[config.mk]
export PLATFORM = sky130hd
export DESIGN_NAME = dataCache
export DESIGN_NICKNAME = d
export VERILOG_FILES = /design/src/rtl/dcachePkg.sv /design/src/rtl/storeBuffer.sv /design/src/rtl/lineMerge.sv /design/src/rtl/cacheArray.sv /design/src/rtl/missControl.sv /design/src/rtl/dataCache.sv
export SDC_FILE = /design/constraint.sdc
export NUM_CORES = 2
export LEC_CHECK = 0
export ABC_CLOCK_PERIOD_IN_PS = 14400
export BUFFER_PORTS_ARGS = -buffer_cell sky130_fd_sc_hd__buf_4
export CORE_MARGIN = 2
export CORE_UTILIZATION = 40
export CTS_CLUSTER_DIAMETER = 60
export DETAILED_ROUTE_END_ITERATION = 12
export PLACE_DENSITY = 0.59
export SYNTH_ARGS = -nofsm -noshare
export SYNTH_HDL_FRONTEND = slang
export SYNTH_MEMORY_MAX_BITS = 65536
export SYNTH_SLANG_ARGS = --single-unit
[constraint.sdc]
create_clock -name Clk -period 14.4 [get_ports Clk]
set_clock_uncertainty 0.15 [all_clocks]
set_input_delay 2.88 -clock Clk [delete_from_list [all_inputs] [get_ports Clk]]
set_output_delay 2.88 -clock Clk [all_outputs]
set_load 0.1 [all_outputs]
[src/rtl/dcachePkg.sv]
`default_nettype none

package dcachePkg;

    ////////////////////////////////////////////////////////////
    // Widths
    ////////////////////////////////////////////////////////////

    localparam int wordW = 32;
    localparam int wordsPerLine = 8;
    // Byte offset within a 32-byte line
    localparam int offsetW = 5;

    typedef logic [wordW-1:0] wordT;
    typedef logic [31:0] addrT;
    typedef logic [wordsPerLine*wordW-1:0] lineT;
    // Word offset from address bits 4:2
    typedef logic [2:0] wordSelT;

    ////////////////////////////////////////////////////////////
    // Transfer structs
    ////////////////////////////////////////////////////////////

    // Processor access of 65 bits
    typedef struct packed {
        logic rw;
        addrT address;
        wordT wData;
    } cpuReqT;

    // Whole line plus its aligned address in 288 bits
    typedef struct packed {
        addrT addr;
        lineT line;
    } lineXferT;

    // Miss sequencer states
    typedef enum logic [1:0] {
        idle      = 2'd0,
        writeBack = 2'd1,
        fill      = 2'd2,
        install   = 2'd3
    } ctrlStateT;

endpackage

`default_nettype wire

[src/rtl/storeBuffer.sv]
`default_nettype none

module storeBuffer (
    input  wire logic              Clk,
    input  wire logic              arstN,
    input  wire logic              load,
    input  wire dcachePkg::cpuReqT req,
    input  wire logic              drain,
    output logic                   pending,
    output dcachePkg::cpuReqT      held,
    output logic                   fwdHit
);

    // Pending flag
    // A new store may arrive in the drain cycle
    always_ff @(posedge Clk or negedge arstN) begin
        if (!arstN) begin
            pending <= 1'b0;
        end else begin
            pending <= load | (pending & ~drain);
        end
    end

    // Held store word and address
    always_ff @(posedge Clk) begin
        if (load) begin
            held <= req;
        end
    end

    // Word-address match against the buffered store
    assign fwdHit = pending && (req.address[31:2] == held.address[31:2]);

    // No overwrite of a store that has not reached the array
    noLostStore : assert property (@(posedge Clk) disable iff (!arstN)
        !(load && pending && !drain));

endmodule

`default_nettype wire

[src/rtl/lineMerge.sv]
`default_nettype none

module lineMerge (
    input  wire dcachePkg::lineT    line,
    input  wire dcachePkg::wordT    word,
    input  wire dcachePkg::wordSelT sel,
    output dcachePkg::lineT         merged
);

    localparam int wordW = dcachePkg::wordW;

    // One mux per word slot
    for (genvar i = 0; i < dcachePkg::wordsPerLine; i++) begin : g_word
        // Selected slot takes the store word, the rest pass through
        assign merged[i*wordW +: wordW] =
            (sel == dcachePkg::wordSelT'(i)) ? word : line[i*wordW +: wordW];
    end

endmodule

`default_nettype wire

[src/rtl/cacheArray.sv]
`default_nettype none

module cacheArray #(
    parameter int numSets = 16
) (
    input  wire logic                Clk,
    input  wire logic                arstN,
    // Lookup port
    input  wire dcachePkg::addrT     lookupAddr,
    output logic                     hit,
    output logic                     victimDirty,
    output dcachePkg::lineXferT      victimOut,
    output dcachePkg::wordT          rWord,
    // Word write from the store buffer
    input  wire logic                wordWe,
    input  wire dcachePkg::cpuReqT   wordReq,
    // Line install from the fill path
    input  wire logic                lineWe,
    input  wire dcachePkg::lineXferT lineIn,
    input  wire logic                lineDirty
);

    localparam int offsetW = dcachePkg::offsetW;
    localparam int indexW = $clog2(numSets);
    localparam int tagW = 32 - offsetW - indexW;

    typedef logic [indexW-1:0] indexT;
    typedef logic [tagW-1:0] tagT;

    ////////////////////////////////////////////////////////////
    // Storage
    ////////////////////////////////////////////////////////////

    tagT             tags [numSets];
    dcachePkg::lineT lines [numSets];
    logic [numSets-1:0] valid;
    logic [numSets-1:0] dirty;

    // Address fields of the three ports
    indexT              lkIdx;
    tagT                lkTag;
    dcachePkg::wordSelT lkSel;
    indexT              wIdx;
    dcachePkg::wordSelT wSel;
    indexT              iIdx;
    tagT                iTag;

    assign lkIdx = lookupAddr[offsetW +: indexW];
    assign lkTag = lookupAddr[31 -: tagW];
    assign lkSel = lookupAddr[4:2];
    assign wIdx = wordReq.address[offsetW +: indexW];
    assign wSel = wordReq.address[4:2];
    assign iIdx = lineIn.addr[offsetW +: indexW];
    assign iTag = lineIn.addr[31 -: tagW];

    ////////////////////////////////////////////////////////////
    // Asynchronous lookup
    ////////////////////////////////////////////////////////////

    assign hit = valid[lkIdx] && (tags[lkIdx] == lkTag);
    // Victim needs write-back only if valid and modified
    assign victimDirty = valid[lkIdx] && dirty[lkIdx];
    // Victim address rebuilt from the stored tag
    assign victimOut = '{addr: {tags[lkIdx], lkIdx, {offsetW{1'b0}}}, line: lines[lkIdx]};
    assign rWord = lines[lkIdx][{lkSel, 5'd0} +: dcachePkg::wordW];

    ////////////////////////////////////////////////////////////
    // Updates
    ////////////////////////////////////////////////////////////

    // Valid and dirty bits
    always_ff @(posedge Clk or negedge arstN) begin
        if (!arstN) begin
            valid <= '0;
            dirty <= '0;
        end else if (lineWe) begin
            valid[iIdx] <= 1'b1;
            // Dirty when a store word was merged in
            dirty[iIdx] <= lineDirty;
        end else if (wordWe) begin
            dirty[wIdx] <= 1'b1;
        end
    end

    // Tags and line data
    always_ff @(posedge Clk) begin
        if (lineWe) begin
            lines[iIdx] <= lineIn.line;
            tags[iIdx] <= iTag;
        end else if (wordWe) begin
            lines[wIdx][{wSel, 5'd0} +: dcachePkg::wordW] <= wordReq.wData;
        end
    end

    // Drain and install never share the write port
    onePortWrite : assert property (@(posedge Clk) disable iff (!arstN)
        !(wordWe && lineWe));

endmodule

`default_nettype wire

[src/rtl/missControl.sv]
`default_nettype none

module missControl (
    input  wire logic Clk,
    input  wire logic arstN,
    // Processor and lookup status
    input  wire logic en,
    input  wire logic rw,
    input  wire logic hit,
    input  wire logic victimDirty,
    input  wire logic pending,
    // Memory answers
    input  wire logic fillDone,
    input  wire logic wbDone,
    // Outputs
    output logic      stall,
    output logic      wbReq,
    output logic      fillReq,
    output logic      lineWe,
    output logic      mergeSel,
    output logic      drain,
    output logic      bufLoad
);

    dcachePkg::ctrlStateT state;
    dcachePkg::ctrlStateT nextState;

    logic isIdle;
    logic startMiss;

    assign isIdle = (state == dcachePkg::idle);

    // Miss starts only with the store buffer empty
    // A pending store may still dirty the victim set
    assign startMiss = isIdle && en && !hit && !pending;

    ////////////////////////////////////////////////////////////
    // State register and next state
    ////////////////////////////////////////////////////////////

    always_ff @(posedge Clk or negedge arstN) begin
        if (!arstN) begin
            state <= dcachePkg::idle;
        end else begin
            state <= nextState;
        end
    end

    always_comb begin
        nextState = state;
        case (state)
            dcachePkg::idle: begin
                // Dirty victim goes out before the fill
                if (startMiss) begin
                    nextState = victimDirty ? dcachePkg::writeBack : dcachePkg::fill;
                end
            end
            dcachePkg::writeBack: begin
                if (wbDone) begin
                    nextState = dcachePkg::fill;
                end
            end
            dcachePkg::fill: begin
                // Line is written on the done pulse
                if (fillDone) begin
                    nextState = dcachePkg::install;
                end
            end
            dcachePkg::install: begin
                // Lookup of the held request now hits
                nextState = dcachePkg::idle;
            end
            default: begin
                nextState = dcachePkg::idle;
            end
        endcase
    end

    ////////////////////////////////////////////////////////////
    // Outputs
    ////////////////////////////////////////////////////////////

    // Combinational stall on a miss and held through the sequence
    assign stall = !isIdle || (en && !hit);

    assign wbReq = (state == dcachePkg::writeBack);
    assign fillReq = (state == dcachePkg::fill);

    // Install on the fill pulse while the data is present
    assign lineWe = fillReq && fillDone;

    // Only a miss store can be pending during the fill
    assign mergeSel = fillReq && pending;

    // Drain in idle only and never against an install
    assign drain = pending && isIdle;

    // Completing store hit, or a store miss to be merged
    assign bufLoad = en && rw && isIdle && (hit || !pending);

    // Memory requests are exclusive
    oneRequest : assert property (@(posedge Clk) disable iff (!arstN)
        !(wbReq && fillReq));

endmodule

`default_nettype wire

[src/rtl/dataCache.sv]
`default_nettype none

module dataCache #(
    parameter int numSets = 16
) (
    input  wire logic                Clk,
    input  wire logic                arstN,
    // Processor side
    input  wire logic                en,
    input  wire dcachePkg::cpuReqT   req,
    output dcachePkg::wordT          rData,
    output logic                     stall,
    // Write-back port
    output logic                     wbReq,
    output dcachePkg::lineXferT      wbOut,
    input  wire logic                wbDone,
    // Fill port
    output logic                     fillReq,
    output dcachePkg::addrT          fillAddr,
    input  wire logic                fillDone,
    input  wire dcachePkg::lineXferT fillIn
);

    // Store buffer status
    logic              pending;
    logic              fwdHit;
    logic              drain;
    logic              bufLoad;
    dcachePkg::cpuReqT held;

    // Array status
    logic            hit;
    logic            victimDirty;
    dcachePkg::wordT rWord;

    // Install path
    logic                lineWe;
    logic                mergeSel;
    dcachePkg::lineT     mergedLine;
    dcachePkg::lineXferT installXfer;

    ////////////////////////////////////////////////////////////
    // Write path from request to buffer to array
    ////////////////////////////////////////////////////////////

    storeBuffer u_storeBuffer (
        .Clk     (Clk),
        .arstN   (arstN),
        .load    (bufLoad),
        .req     (req),
        .drain   (drain),
        .pending (pending),
        .held    (held),
        .fwdHit  (fwdHit)
    );

    // Buffered store word into the fetched line
    lineMerge u_lineMerge (
        .line   (fillIn.line),
        .word   (held.wData),
        .sel    (held.address[4:2]),
        .merged (mergedLine)
    );

    // Merged line on a write miss, raw fill line otherwise
    assign installXfer = '{addr: fillIn.addr, line: mergeSel ? mergedLine : fillIn.line};

    cacheArray #(
        .numSets (numSets)
    ) u_cacheArray (
        .Clk         (Clk),
        .arstN       (arstN),
        .lookupAddr  (req.address),
        .hit         (hit),
        .victimDirty (victimDirty),
        .victimOut   (wbOut),
        .rWord       (rWord),
        .wordWe      (drain),
        .wordReq     (held),
        .lineWe      (lineWe),
        .lineIn      (installXfer),
        .lineDirty   (mergeSel)
    );

    ////////////////////////////////////////////////////////////
    // Miss sequencer
    ////////////////////////////////////////////////////////////

    missControl u_missControl (
        .Clk         (Clk),
        .arstN       (arstN),
        .en          (en),
        .rw          (req.rw),
        .hit         (hit),
        .victimDirty (victimDirty),
        .pending     (pending),
        .fillDone    (fillDone),
        .wbDone      (wbDone),
        .stall       (stall),
        .wbReq       (wbReq),
        .fillReq     (fillReq),
        .lineWe      (lineWe),
        .mergeSel    (mergeSel),
        .drain       (drain),
        .bufLoad     (bufLoad)
    );

    // Forwarded word wins over the array copy
    assign rData = fwdHit ? held.wData : rWord;

    // Line-aligned fill address
    assign fillAddr = {req.address[31:dcachePkg::offsetW], {dcachePkg::offsetW{1'b0}}};

endmodule

`default_nettype wire

==> metrics <==
status=finished clean; largest net degree at the start of global routing=142; Nets=8,985; Starting DRT DRC Count=12,200; most frequent cells in the layout=4,526 x edfxtp_1, 1,408 x mux4_2, 981 x buf_4; Critical Path Sink=rData[11]; Max-Cap Viols=0; vias=90,500; CTS buffer count=462; Detailed Routing Iterations Pass 1=5; FFs w/ async S/R, synth=0.767%; first-pass GRT wire length=763 mm; EDFF count, synth=4,526; Initial Util=40.1%; # Post-CTS Setup Buffers=0; critical path fanouts, max=63; GPL Wtd Cong=0.834; # clock sinks=4,561; IO Port Bufs=695; Gate Count Post-Synth=7,657; register area=0.137 sq mm; H-Tree Depth=5; Seq pwr share=49.6%; RSZ-0062 raised after global routing=false; layout cells sized above 1=36.0%; wire per inst=38.3 um; later-pin clock latency in the skew report=1.01 ns; required time of the critical path=11.37 ns; Filler cells=36,200; TNS Setup=0 ns; count of final max-slew check failures=0; Synth warnings=0; Max Clk Rate=93.9 MHz; commonest non-fill, non-tap cell in the layout=edfxtp_1; combinational power share=13.1%; switching fraction of total power=26.5%; CP Launch Point=req[40]; grt ovf=0; CTS tree=built; Root Buffer=clkbuf_16; dpl hpwl=350 mm; area grow syn2layout=16.2%; sequential area share after synthesis=76.7%; initial antenna violation count=136; crit share post-route=74.0%; r2r endpoint=u_cacheArray.lines[13][25]$_DFFE_PP_; # rows=245; critical path class=input pin to primary output; R2R cell count=13; I/O pins=713; Hold Vio Cnt, Final=0; Reg-to-Reg Start=u_storeBuffer.held[34]$_DFFE_PP_; WL final=575 mm; DRC viols=0; fin cells=15,000; GRT Overall Usage=25.0%; top_reg_cell synth=edfxtp_1; multi-input logic area=0.0404 sq mm; Post-Syn Area per Cell=23.3 sq um; startpoint types=input pin; post-route ant nets=0; switching pwr=8270 uW; Hold WS=0.320 ns; die area=0.451 sq mm; vias per cell=6.02; Synth cell types=61; Crit path arrival time=7.62 ns; hold-fix buffers at CTS=0; FF+latch count, synth=4,561; post-CTS sizing=0; dpl cells=14,100; final setup vio count=0; worst rel slew slack=15.0%; Int Power=22,900 uW; P_leak=0.0653 uW; Period minus WS final=10.65 ns; Syn Std Cell Area=0.178 sq mm; flop2flop setup slack=8.78 ns; Hold Crit Class=flip-flop to flip-flop; CTS max path bufs=4; die width=672 um; vias in the first global route=87,800; worst slew pin tran=1.26 ns; Clock transition at path regs=0.06 ns; clock power share=37.3%; Max IR drop VDD=0.135 mV; Crit. End Element=primary output; Core Box Area=0.445 sq mm; total power=31,200 uW; Die H=672 um; Power Density=151 mW/mm^2
==> state kept, by name, indices dropped and copies added, names as in the netlist <==
signal,flops
u_storeBuffer.held,62
u_cacheArray.valid,16
u_storeBuffer.pending,1
u_cacheArray.lines,4096
u_missControl.state,2
u_cacheArray.tags,368
u_cacheArray.dirty,16
==> metrics by stage <==
step | cell area (sq um) | utilization [%] | setup WS, ns
after floorplan | 178000 | - | 2.94
after global placement | 192000 | 43.3 | 3.70
after detailed placement | 192000 | 43.3 | 3.69
after CTS | 207000 | 46.5 | 3.68
after global routing | 207000 | 46.6 | 3.57
final | 207000 | 46.6 | 3.75
==> worst min-delay path by stage <==
stage / end / depth (start not counted) / start / slack (ns)
after floorplan: u_cacheArray.valid[11]$_DFFE_PN0P_ / 1 / u_cacheArray.valid[11]$_DFFE_PN0P_ / 0.28
after global placement: u_cacheArray.valid[6]$_DFFE_PN0P_ / 1 / u_cacheArray.valid[6]$_DFFE_PN0P_ / 0.30
after detailed placement: u_cacheArray.valid[9]$_DFFE_PN0P_ / 1 / u_cacheArray.valid[9]$_DFFE_PN0P_ / 0.30
after CTS: u_cacheArray.valid[11]$_DFFE_PN0P_ / 1 / u_cacheArray.valid[11]$_DFFE_PN0P_ / 0.32
after global routing: u_cacheArray.valid[9]$_DFFE_PN0P_ / 1 / u_cacheArray.valid[9]$_DFFE_PN0P_ / 0.33
final: u_cacheArray.valid[11]$_DFFE_PN0P_ / 1 / u_cacheArray.valid[11]$_DFFE_PN0P_ / 0.32
==> cell type report <==
class / count / area share [%]
multi-input combinational: 2577 / 19.5
antenna: 104 / 0.126
tap: 5928 / 3.58
clock buffer: 560 / 5.81
timing repair buffer: 1002 / 3.75
sequential: 4561 / 66.0
inverter: 14 / 0.0290
clock inverter: 285 / 1.22
==> layer usage <==
layer | GRT usage [%] | wire [um] | vias to the layer above
met5 | 0 | 433 | -
met4 | 14.5 | 37000 | 60
met3 | 5.69 | 58500 | 928
met2 | 38.1 | 266000 | 5104
met1 | 33.1 | 213000 | 49500
li1 | - | - | 34900
==> cell usage after synthesis (all sizes together), types with 2 or more instances <==
library cell  number  area share [%]
edfxtp          4526              76
mux4            1408              18
buf              289            0.91
clkbuf           225            0.47
a22o             211             1.0
nor2             203            0.43
nand2            190            0.40
a21oi            117            0.33
mux2i            116            0.66
xnor2             38            0.19
o21ai             36            0.10
dfrtp             35            0.49
xor2              20           0.098
or2               18           0.063
a22oi             17           0.072
a31oi             17           0.060
a211oi            15           0.063
and3              15           0.053
inv               14           0.029
nand3             14           0.039
nor3              14           0.039
o22ai             14           0.049
nand4             13           0.046
nand2b            12           0.042
and2               9           0.032
ha                 9           0.063
nor2b              9           0.032
a221oi             6           0.029
nor4               6           0.021
o31ai              5           0.021
a311oi             4           0.020
o21a               4           0.017
or3                4           0.014
a211o              2          0.0098
a21o               2          0.0084
nor3b              2          0.0084
o211ai             2          0.0084
o221ai             2          0.0098
o2bb2ai            2          0.0098
==> worst max-delay path, cell delays in order <==
cell and delay, ns:
buf_4 0.28, inv_8 0.70, buf_4 0.82, buf_4 0.71
mux4_2 0.74, mux4_2 0.49, mux2i_1 0.16, a21oi_1 0.29
buf_4 0.38
==> power groups by stage <==
stage	Combinational (uW)	Sequential [uW]	Clock, uW
5_1_grt	4200	15500	12300
3_3_place_gp	3980	15700	0
4_1_cts	4080	15500	11800
6_report	4090	15500	11700
2_1_floorplan	2430	15700	0
3_5_place_dp	4070	15800	0
==> cell families after synthesis <==
kind of cell | after synthesis | share of synthesized area [%]
AOI/OAI and AO/OA | 462 | 1.88
and+or+nand+nor | 513 | 1.23
other | 1 | 0.00210
xor gates and xnor gates | 58 | 0.285
muxes | 1525 | 18.4
buffers and inverters | 528 | 1.41
adders and majority gates | 9 | 0.0631
DFF | 4561 | 76.7
(Power assumes the default switching activity.)
